[src/cpu_isa_pkg.sv]
package cpu_isa_pkg;

  ////////////////////
  // Widths and sizes
  ////////////////////

  localparam int word_w     = 8;    // Data and instruction width
  localparam int reg_addr_w = 2;    // Register index width
  localparam int num_regs   = 4;
  localparam int opcode_w   = 4;
  localparam int imm_w      = 4;    // Immediate of op_li
  localparam int imem_depth = 256;
  localparam int dmem_depth = 256;

  // Field positions inside an instruction word
  localparam int opcode_lsb = 4;    // Bits 7..4
  localparam int rd_lsb     = 2;    // Bits 3..2
  localparam int rs_lsb     = 0;    // Bits 1..0

  ////////////////////
  // Opcodes
  ////////////////////

  // Codes 8 and 9 are unassigned and run as no-ops
  typedef enum logic [opcode_w-1:0] {
    op_halt = 4'd0,
    op_add  = 4'd1,
    op_sub  = 4'd2,
    op_and  = 4'd3,
    op_or   = 4'd4,
    op_xor  = 4'd5,
    op_li   = 4'd6,                 // r0 = zero-extended imm
    op_mov  = 4'd7,
    op_lw   = 4'd10,                // rd = mem[rs]
    op_sw   = 4'd11,                // mem[rs] = rd
    op_beq  = 4'd12,
    op_bne  = 4'd13,
    op_jmp  = 4'd14,
    op_out  = 4'd15                 // Send rd on the output port
  } opcode_e;

endpackage

[src/cpu_ctrl_pkg.sv]
package cpu_ctrl_pkg;

  ////////////////////
  // Core phases
  ////////////////////

  localparam int phase_w = 4;

  // One clocked state per instruction phase
  typedef enum logic [phase_w-1:0] {
    ph_idle,                        // After reset, waits for start
    ph_fetch,
    ph_decode,                      // Instruction word arrives
    ph_read,
    ph_execute,                     // Holds here for the output handshake
    ph_memory,
    ph_writeback,
    ph_pc_update,
    ph_halted
  } phase_e;

  // Register file write source
  typedef enum logic {
    wsrc_alu,
    wsrc_mem
  } wsrc_e;

endpackage

[src/instruction_mem.sv]
`timescale 1ns/100ps

module instruction_mem
  import cpu_isa_pkg::*;
(
  input  logic              clk,
  input  logic              load_en,
  input  logic [word_w-1:0] load_addr,
  input  logic [word_w-1:0] load_data,
  input  logic              rd_en,
  input  logic [word_w-1:0] addr,
  output logic [word_w-1:0] data
);

  logic [word_w-1:0] mem [imem_depth];

  // Program load port
  always_ff @(posedge clk)
  begin
    if (load_en)
    begin
      mem[load_addr] <= load_data;
    end
  end

  // Registered read, word shows up one cycle after rd_en
  always_ff @(posedge clk)
  begin
    if (rd_en)
    begin
      data <= mem[addr];
    end
  end

endmodule

[src/control_unit.sv]
`timescale 1ns/100ps

module control_unit
  import cpu_isa_pkg::*;
  import cpu_ctrl_pkg::*;
(
  input  logic [word_w-1:0]     instruction,
  output opcode_e               opcode,
  output logic [reg_addr_w-1:0] rd_addr,
  output logic [reg_addr_w-1:0] rs_addr,
  output logic                  reg_w_en,
  output logic                  mem_w_en,
  output logic                  mem_r_en,
  output logic                  is_out,
  output logic                  is_branch,
  output wsrc_e                 wsrc
);

  assign opcode  = opcode_e'(instruction[opcode_lsb +: opcode_w]);
  assign rs_addr = instruction[rs_lsb +: reg_addr_w];

  // op_li always targets r0
  assign rd_addr = (opcode == op_li) ? '0 : instruction[rd_lsb +: reg_addr_w];

  always_comb
  begin
    reg_w_en  = 1'b0;
    mem_w_en  = 1'b0;
    mem_r_en  = 1'b0;
    is_out    = 1'b0;
    is_branch = 1'b0;
    wsrc      = wsrc_alu;
    case (opcode)
      op_add, op_sub, op_and, op_or, op_xor, op_li, op_mov:
      begin
        reg_w_en = 1'b1;
      end
      op_lw:
      begin
        reg_w_en = 1'b1;
        mem_r_en = 1'b1;
        wsrc     = wsrc_mem;    // Load result comes from data memory
      end
      op_sw:
      begin
        mem_w_en = 1'b1;
      end
      op_beq, op_bne, op_jmp:
      begin
        is_branch = 1'b1;
      end
      op_out:
      begin
        is_out = 1'b1;
      end
      default:
      begin
        // op_halt and unassigned codes drive no enables
      end
    endcase
  end

endmodule

[src/alu.sv]
`timescale 1ns/100ps

module alu
  import cpu_isa_pkg::*;
(
  input  opcode_e           opcode,
  input  logic [word_w-1:0] op_a,      // rd value
  input  logic [word_w-1:0] op_b,      // rs value
  input  logic [imm_w-1:0]  imm,
  output logic [word_w-1:0] result,
  output logic              branch_taken
);

  ////////////////////
  // Result
  ////////////////////

  always_comb
  begin
    case (opcode)
      op_add:  result = op_a + op_b;    // Wraps modulo 256
      op_sub:  result = op_a - op_b;
      op_and:  result = op_a & op_b;
      op_or:   result = op_a | op_b;
      op_xor:  result = op_a ^ op_b;
      op_mov:  result = op_b;
      op_li:   result = {{(word_w-imm_w){1'b0}}, imm};
      default: result = '0;
    endcase
  end

  ////////////////////
  // Branch decision
  ////////////////////

  always_comb
  begin
    case (opcode)
      op_beq:
      begin
        branch_taken = (op_a == op_b);
      end
      op_bne:
      begin
        branch_taken = (op_a != op_b);
      end
      op_jmp:
      begin
        branch_taken = 1'b1;            // Unconditional
      end
      default:
      begin
        branch_taken = 1'b0;
      end
    endcase
  end

endmodule

[src/data_mem.sv]
`timescale 1ns/100ps

module data_mem
  import cpu_isa_pkg::*;
(
  input  logic              clk,
  input  logic              rst_n,
  input  logic [word_w-1:0] addr,
  input  logic [word_w-1:0] wr_data,
  input  logic              wr_en,
  input  logic              rd_en,
  output logic [word_w-1:0] rd_data
);

  logic [word_w-1:0] mem [dmem_depth];

  always_ff @(posedge clk)
  begin
    if (wr_en)
    begin
      mem[addr] <= wr_data;
    end
  end

  // Read in ph_memory, data valid in ph_writeback
  always_ff @(posedge clk or negedge rst_n)
  begin
    if (!rst_n)
    begin
      rd_data <= '0;
    end
    else if (rd_en)
    begin
      rd_data <= mem[addr];
    end
  end

endmodule

[src/cpu_core.sv]
`timescale 1ns/100ps

module cpu_core
  import cpu_isa_pkg::*;
  import cpu_ctrl_pkg::*;
(
  input  logic              clk,
  input  logic              rst_n,
  input  logic              start,
  output logic [word_w-1:0] imem_addr,
  output logic              imem_rd_en,
  input  logic [word_w-1:0] imem_data,
  output logic [word_w-1:0] dmem_addr,
  output logic [word_w-1:0] dmem_wr_data,
  output logic              dmem_wr_en,
  output logic              dmem_rd_en,
  input  logic [word_w-1:0] dmem_rd_data,
  output logic              out_valid,
  input  logic              out_ready,
  output logic [word_w-1:0] out_data,
  output logic              halted,
  output logic              idle
);

  phase_e                phase;
  logic [word_w-1:0]     pc;
  logic [word_w-1:0]     ir;              // Instruction register
  logic [word_w-1:0]     op_a;            // rd value
  logic [word_w-1:0]     op_b;            // rs value
  logic [word_w-1:0]     offset;          // r0, branch offset
  logic [word_w-1:0]     rf [num_regs];
  logic [word_w-1:0]     wb_data;

  opcode_e               opcode;
  logic [reg_addr_w-1:0] rd_addr;
  logic [reg_addr_w-1:0] rs_addr;
  logic                  reg_w_en;
  logic                  mem_w_en;
  logic                  mem_r_en;
  logic                  is_out;
  logic                  is_branch;
  wsrc_e                 wsrc;
  logic [word_w-1:0]     alu_result;
  logic                  branch_taken;
  logic                  fetched_halt;

  control_unit u_ctrl (
    .instruction (ir),
    .opcode      (opcode),
    .rd_addr     (rd_addr),
    .rs_addr     (rs_addr),
    .reg_w_en    (reg_w_en),
    .mem_w_en    (mem_w_en),
    .mem_r_en    (mem_r_en),
    .is_out      (is_out),
    .is_branch   (is_branch),
    .wsrc        (wsrc)
  );

  alu u_alu (
    .opcode       (opcode),
    .op_a         (op_a),
    .op_b         (op_b),
    .imm          (ir[imm_w-1:0]),
    .result       (alu_result),
    .branch_taken (branch_taken)
  );

  // Halt is seen on the raw word, before ir holds it
  assign fetched_halt = (opcode_e'(imem_data[opcode_lsb +: opcode_w]) == op_halt);
  assign wb_data      = (wsrc == wsrc_mem) ? dmem_rd_data : alu_result;

  ////////////////////
  // Phase FSM
  ////////////////////

  always_ff @(posedge clk or negedge rst_n)
  begin
    if (!rst_n)
    begin
      phase <= ph_idle;
      pc    <= '0;
      ir    <= '0;
      for (int i = 0; i < num_regs; i++)
      begin
        rf[i] <= '0;
      end
    end
    else
    begin
      case (phase)
        ph_idle, ph_halted:
        begin
          if (start)
          begin
            pc    <= '0;                 // Registers and data memory keep contents
            phase <= ph_fetch;
          end
        end
        ph_fetch:      phase <= ph_decode;
        ph_decode:
        begin
          ir    <= imem_data;
          phase <= fetched_halt ? ph_halted : ph_read;
        end
        ph_read:       phase <= ph_execute;
        ph_execute:
        begin
          if (!is_out || out_ready)      // Stall on output back-pressure
          begin
            phase <= ph_memory;
          end
        end
        ph_memory:     phase <= ph_writeback;
        ph_writeback:
        begin
          if (reg_w_en)
          begin
            rf[rd_addr] <= wb_data;
          end
          phase <= ph_pc_update;
        end
        ph_pc_update:
        begin
          pc    <= pc + 8'd1 + ((is_branch && branch_taken) ? offset : '0);
          phase <= ph_fetch;
        end
        default:       phase <= ph_idle;
      endcase
    end
  end

  // Operand latch
  always_ff @(posedge clk)
  begin
    if (phase == ph_read)
    begin
      op_a   <= rf[rd_addr];
      op_b   <= rf[rs_addr];
      offset <= rf[0];
    end
  end

  ////////////////////
  // Outputs
  ////////////////////

  assign imem_addr    = pc;
  assign imem_rd_en   = (phase == ph_fetch);
  assign dmem_addr    = op_b;                // Address through rs
  assign dmem_wr_data = op_a;
  assign dmem_wr_en   = (phase == ph_memory) && mem_w_en;
  assign dmem_rd_en   = (phase == ph_memory) && mem_r_en;
  assign out_valid    = (phase == ph_execute) && is_out;
  assign out_data     = op_a;
  assign halted       = (phase == ph_halted);
  assign idle         = (phase == ph_idle);

endmodule

[src/cpu_top.sv]
`timescale 1ns/100ps

module cpu_top (
  input  logic       clk,
  input  logic       rst_n,
  input  logic       start,
  input  logic       load_valid,
  output logic       load_ready,
  input  logic [7:0] load_addr,
  input  logic [7:0] load_data,
  output logic       out_valid,
  input  logic       out_ready,
  output logic [7:0] out_data,
  output logic       halted
);

  logic [7:0] imem_addr;
  logic       imem_rd_en;
  logic [7:0] imem_data;
  logic [7:0] dmem_addr;
  logic [7:0] dmem_wr_data;
  logic       dmem_wr_en;
  logic       dmem_rd_en;
  logic [7:0] dmem_rd_data;
  logic       idle;

  // Loading only while no program runs
  assign load_ready = idle | halted;

  cpu_core u_core (
    .clk          (clk),
    .rst_n        (rst_n),
    .start        (start),
    .imem_addr    (imem_addr),
    .imem_rd_en   (imem_rd_en),
    .imem_data    (imem_data),
    .dmem_addr    (dmem_addr),
    .dmem_wr_data (dmem_wr_data),
    .dmem_wr_en   (dmem_wr_en),
    .dmem_rd_en   (dmem_rd_en),
    .dmem_rd_data (dmem_rd_data),
    .out_valid    (out_valid),
    .out_ready    (out_ready),
    .out_data     (out_data),
    .halted       (halted),
    .idle         (idle)
  );

  instruction_mem u_imem (
    .clk       (clk),
    .load_en   (load_valid & load_ready),
    .load_addr (load_addr),
    .load_data (load_data),
    .rd_en     (imem_rd_en),
    .addr      (imem_addr),
    .data      (imem_data)
  );

  data_mem u_dmem (
    .clk     (clk),
    .rst_n   (rst_n),
    .addr    (dmem_addr),
    .wr_data (dmem_wr_data),
    .wr_en   (dmem_wr_en),
    .rd_en   (dmem_rd_en),
    .rd_data (dmem_rd_data)
  );

endmodule

[config.mk]
export PLATFORM = sky130hd
export DESIGN_NAME = cpu_top
export DESIGN_NICKNAME = d
export VERILOG_FILES = /design/src/cpu_isa_pkg.sv /design/src/cpu_ctrl_pkg.sv /design/src/instruction_mem.sv /design/src/control_unit.sv /design/src/alu.sv /design/src/data_mem.sv /design/src/cpu_core.sv /design/src/cpu_top.sv
export SDC_FILE = /design/constraint.sdc
export NUM_CORES = 2
export LEC_CHECK = 0
export BUFFER_PORTS_ARGS = -buffer_cell sky130_fd_sc_hd__buf_4
export CELL_PAD_IN_SITES_DETAIL_PLACEMENT = 2
export CELL_PAD_IN_SITES_GLOBAL_PLACEMENT = 2
export CORE_UTILIZATION = 46
export DETAILED_ROUTE_END_ITERATION = 6
export PLACE_DENSITY_LB_ADDON = 0.15
export SLEW_MARGIN = 20
export SYNTH_ARGS = -nofsm -noshare
export SYNTH_HDL_FRONTEND = slang
export SYNTH_HIERARCHICAL = 1
export SYNTH_SLANG_ARGS = --single-unit
[constraint.sdc]
create_clock -name clk -period 6.2 [get_ports clk]
set_clock_uncertainty 0.05 [all_clocks]
set_input_delay 0.93 -clock clk [delete_from_list [all_inputs] [get_ports clk]]
set_output_delay 0.93 -clock clk [all_outputs]
set_load 0.03 [all_outputs]
==> impl_metrics.json <==
{
  "grt.total_usage_pct": 29.06,
  "endpoint_kind": "flip-flop",
  "syn_inst": 7819,
  "cts-resized-gates": 0,
  "fin_crit_sh_pct": 82.01,
  "wl_met2_um": 268100,
  "synth-xor-area-share_pct": 0.03198,
  "dp_hpwl_um": 322000,
  "status": "finished, final reports clean",
  "final_core_util_pct": 51.96,
  "grt-ovfl-total": 0,
  "post-place-ws_ps": 1211,
  "cp_max_fo": 59,
  "cts_hold_buf": 1,
  "ys_seq_area_share_pct": 76.34,
  "drive_gt1_share_pct": 24.50,
  "yosys_register_bits": 4188,
  "rsz0062_at_grt": "false",
  "finalSetupViolations": 0,
  "yosysMostFrequentCell": "edfxtp_1",
  "synth_top_family_by_area": "multiplexers",
  "top_layer": "met5",
  "core_um2": 355700,
  "slowest_delay_ps": 1020,
  "final_cells": 13194,
  "fin_nets": 8117,
  "stdcell_area_um2": 184800,
  "worst_ep_arrival_time_ps": 5960,
  "worst-path-buf-inv": 1,
  "maxSlewViolCount": 0,
  "relSlewSlack_pct": 16.19,
  "cap_violations": 0,
  "antenna_found_initial": 24,
  "hold_slack_ps": 162.8,
  "power_density_nw_per_um2": 415.9,
  "wirelength_um": 523800,
  "gp_congestion": 0.8372,
  "met1Wirelength_um": 199900,
  "worstSetupStartpointType": "flip-flop",
  "cts_tree": "built",
  "placement.cell_area_um2": 170400,
  "setup_ws_ps": 1115,
  "vias": 84253,
  "synth_area_leaders": "edfxtp_1 (75%), mux4_2 (14%), mux2i_1 (1.4%), nor2_1 (1.3%), dfrtp_1 (0.91%)",
  "post-cts-setup-buffer-count": 0,
  "wire_per_inst_um": 39.70,
  "critical_path.top_delay_family": "simple AND/OR/NAND/NOR gates",
  "synthesis.nets": 7874,
  "grt_max_degree": 232,
  "cts-root-buf": "clkbuf_16",
  "ant_nets": 0,
  "htreeDepth": 5,
  "synth_top_area_share_pct": 75.43,
  "synth_mux_area_share_pct": 15.31,
  "hold_path.class": "in2reg",
  "cts_buffer_depth": 4,
  "areaGrowthSynthToFinish_pct": 12.44,
  "layout_min_cycle_time_ps": 5085,
  "wl_met3_um": 29450,
  "fmax_mhz": 196.7,
  "grt_pass1_vias": 90581,
  "port_buffers": 31,
  "num_rows": 219,
  "ir_worst_vdd_mv": 0.2893,
  "synth_cell_types": 95,
  "netlist_area_um2": 164300,
  "grt_first_pass_wirelength_um": 734000,
  "die_x_um": 599.7,
  "drc": 0,
  "ys_async_sr_fraction_pct": 1.433,
  "cp.required_ps": 7080,
  "cts_buffers": 440,
  "clock_sink_count": 4188,
  "ys_warn_count": 6,
  "worstPathCellList": "buf_12, nand3b_1, o22a_1, o221ai_1, nor3_1, o22ai_1, nor3_1, o22a_1",
  "crit_type": "reg2reg",
  "synthAdderAreaFrac_pct": 0.2726,
  "synth-simple-area-share_pct": 3.075,
  "dieArea_um2": 359700,
  "dr.first_iter.drc_count": 8868,
  "cp_slowest_cell": "nor3_1",
  "dpl.cell_count": 12366,
  "leakagePower_nw": 56.64,
  "hold_violations": 0,
  "synth_flop_cell": "edfxtp_1",
  "synth_top_cell_by_area": "edfxtp_1",
  "clk_pin_slew_worst_paths_ps": 60,
  "drt-pass1-iter-count": 7,
  "tightestPinTransition_ps": 1254,
  "start_util_pct": 46.21,
  "synth-edff-count": 4128,
  "syn_avg_cell_area_um2": 21.02,
  "synth_compound_area_share_pct": 3.126,
  "clk_latency_ps": 1000,
  "die_h_um": 599.7,
  "io_pins": 32,
  "synthTopCellsByCount": "edfxtp_1 (4128), mux4_2 (1004), nor2_1 (562)",
  "vias_per_cell": 6.386
}
==> report_power, final <==
part	total [mW]	internal (mW)	switching (mW)
clock	26.6	15.1	11.5
combinational	17.2	6.25	10.9
sequential	33.1	32.5	0.637
total	76.9	53.9	23.0
==> cells in the final DEF, fill, tap and decap left out, drive strengths merged, types with 34 or more instances in the layout <==
cell,instances
dfrtp,60
clkinv,194
nor2,563
o21ai,63
mux2i,232
nor2b,69
edfxtp,4128
a211oi,34
nor3,92
clkbuf,558
nor4,39
nand3,59
bufinv,41
o22ai,95
nand2,130
buf,279
a21oi,149
a22oi,189
mux4,1006
o221ai,66
inv,43
==> worst min-delay path, stage by stage <==
cell      delay (ps)
buf_4            110
inv_1             60
a211oi_1          60
==> metal layers <==
metal,track usage (%),vias to the layer above
li1,-,33221
met1,37.07,46615
met2,50.21,3481
met3,3.646,918
met4,12.59,18
met5,0,-
==> state kept, by name (all words and copies together) (netlist names), 8 cells and up <==
name	cells
u_core/dmem_addr	8
u_core/rf	32
u_imem/data	8
u_dmem/mem	2048
u_imem/mem	2048
u_core/offset	8
u_core/dmem_wr_data	8
u_core/imem_addr	8
u_core/ir	8
u_dmem/rd_data	8
==> path summary, 6_finish.rpt <==
path	cells after the start	from	slack (ps)	end
max	8	u_core/dmem_addr[1]	1120	u_dmem/rd_data[5]
min	3	out_ready	160	u_core/phase[0]
max reg2reg	8	u_core/dmem_addr[1]	1120	u_dmem/rd_data[5]
min reg2reg	2	u_core/rf[4]	460	u_core/rf[4]
max in group asynchronous	3	rst_n	4560	u_core/imem_addr[0]
min in group asynchronous	2	rst_n	310	u_dmem/rd_data[5]
==> layout make-up <==
class,count,area (um^2)
multi-input cells,3113,36240
clock buffers,554,11730
flip-flops and latches,4188,125500
well taps,4751,5944
inverters,35,131.4
diodes,6,15.01
fillers,30457,170900
repair buffers,284,2710
clock inverters,263,2535
==> stage by stage <==
step	power [mW]	TNS, ps
2_1_floorplan	44.30	-802.9
3_3_place_gp	50.03	0
3_5_place_dp	50.72	0
4_1_cts	77.32	0
5_1_grt	78.72	0
6_report	76.86	0
==> logic make-up after synthesis <==
family	count (synthesis)
compound gates	736
xor+xnor	6
fa+ha+maj	34
buf+inv	518
flops	4188
mux	1254
simple gates	1083
(Power assumes the default switching activity.)
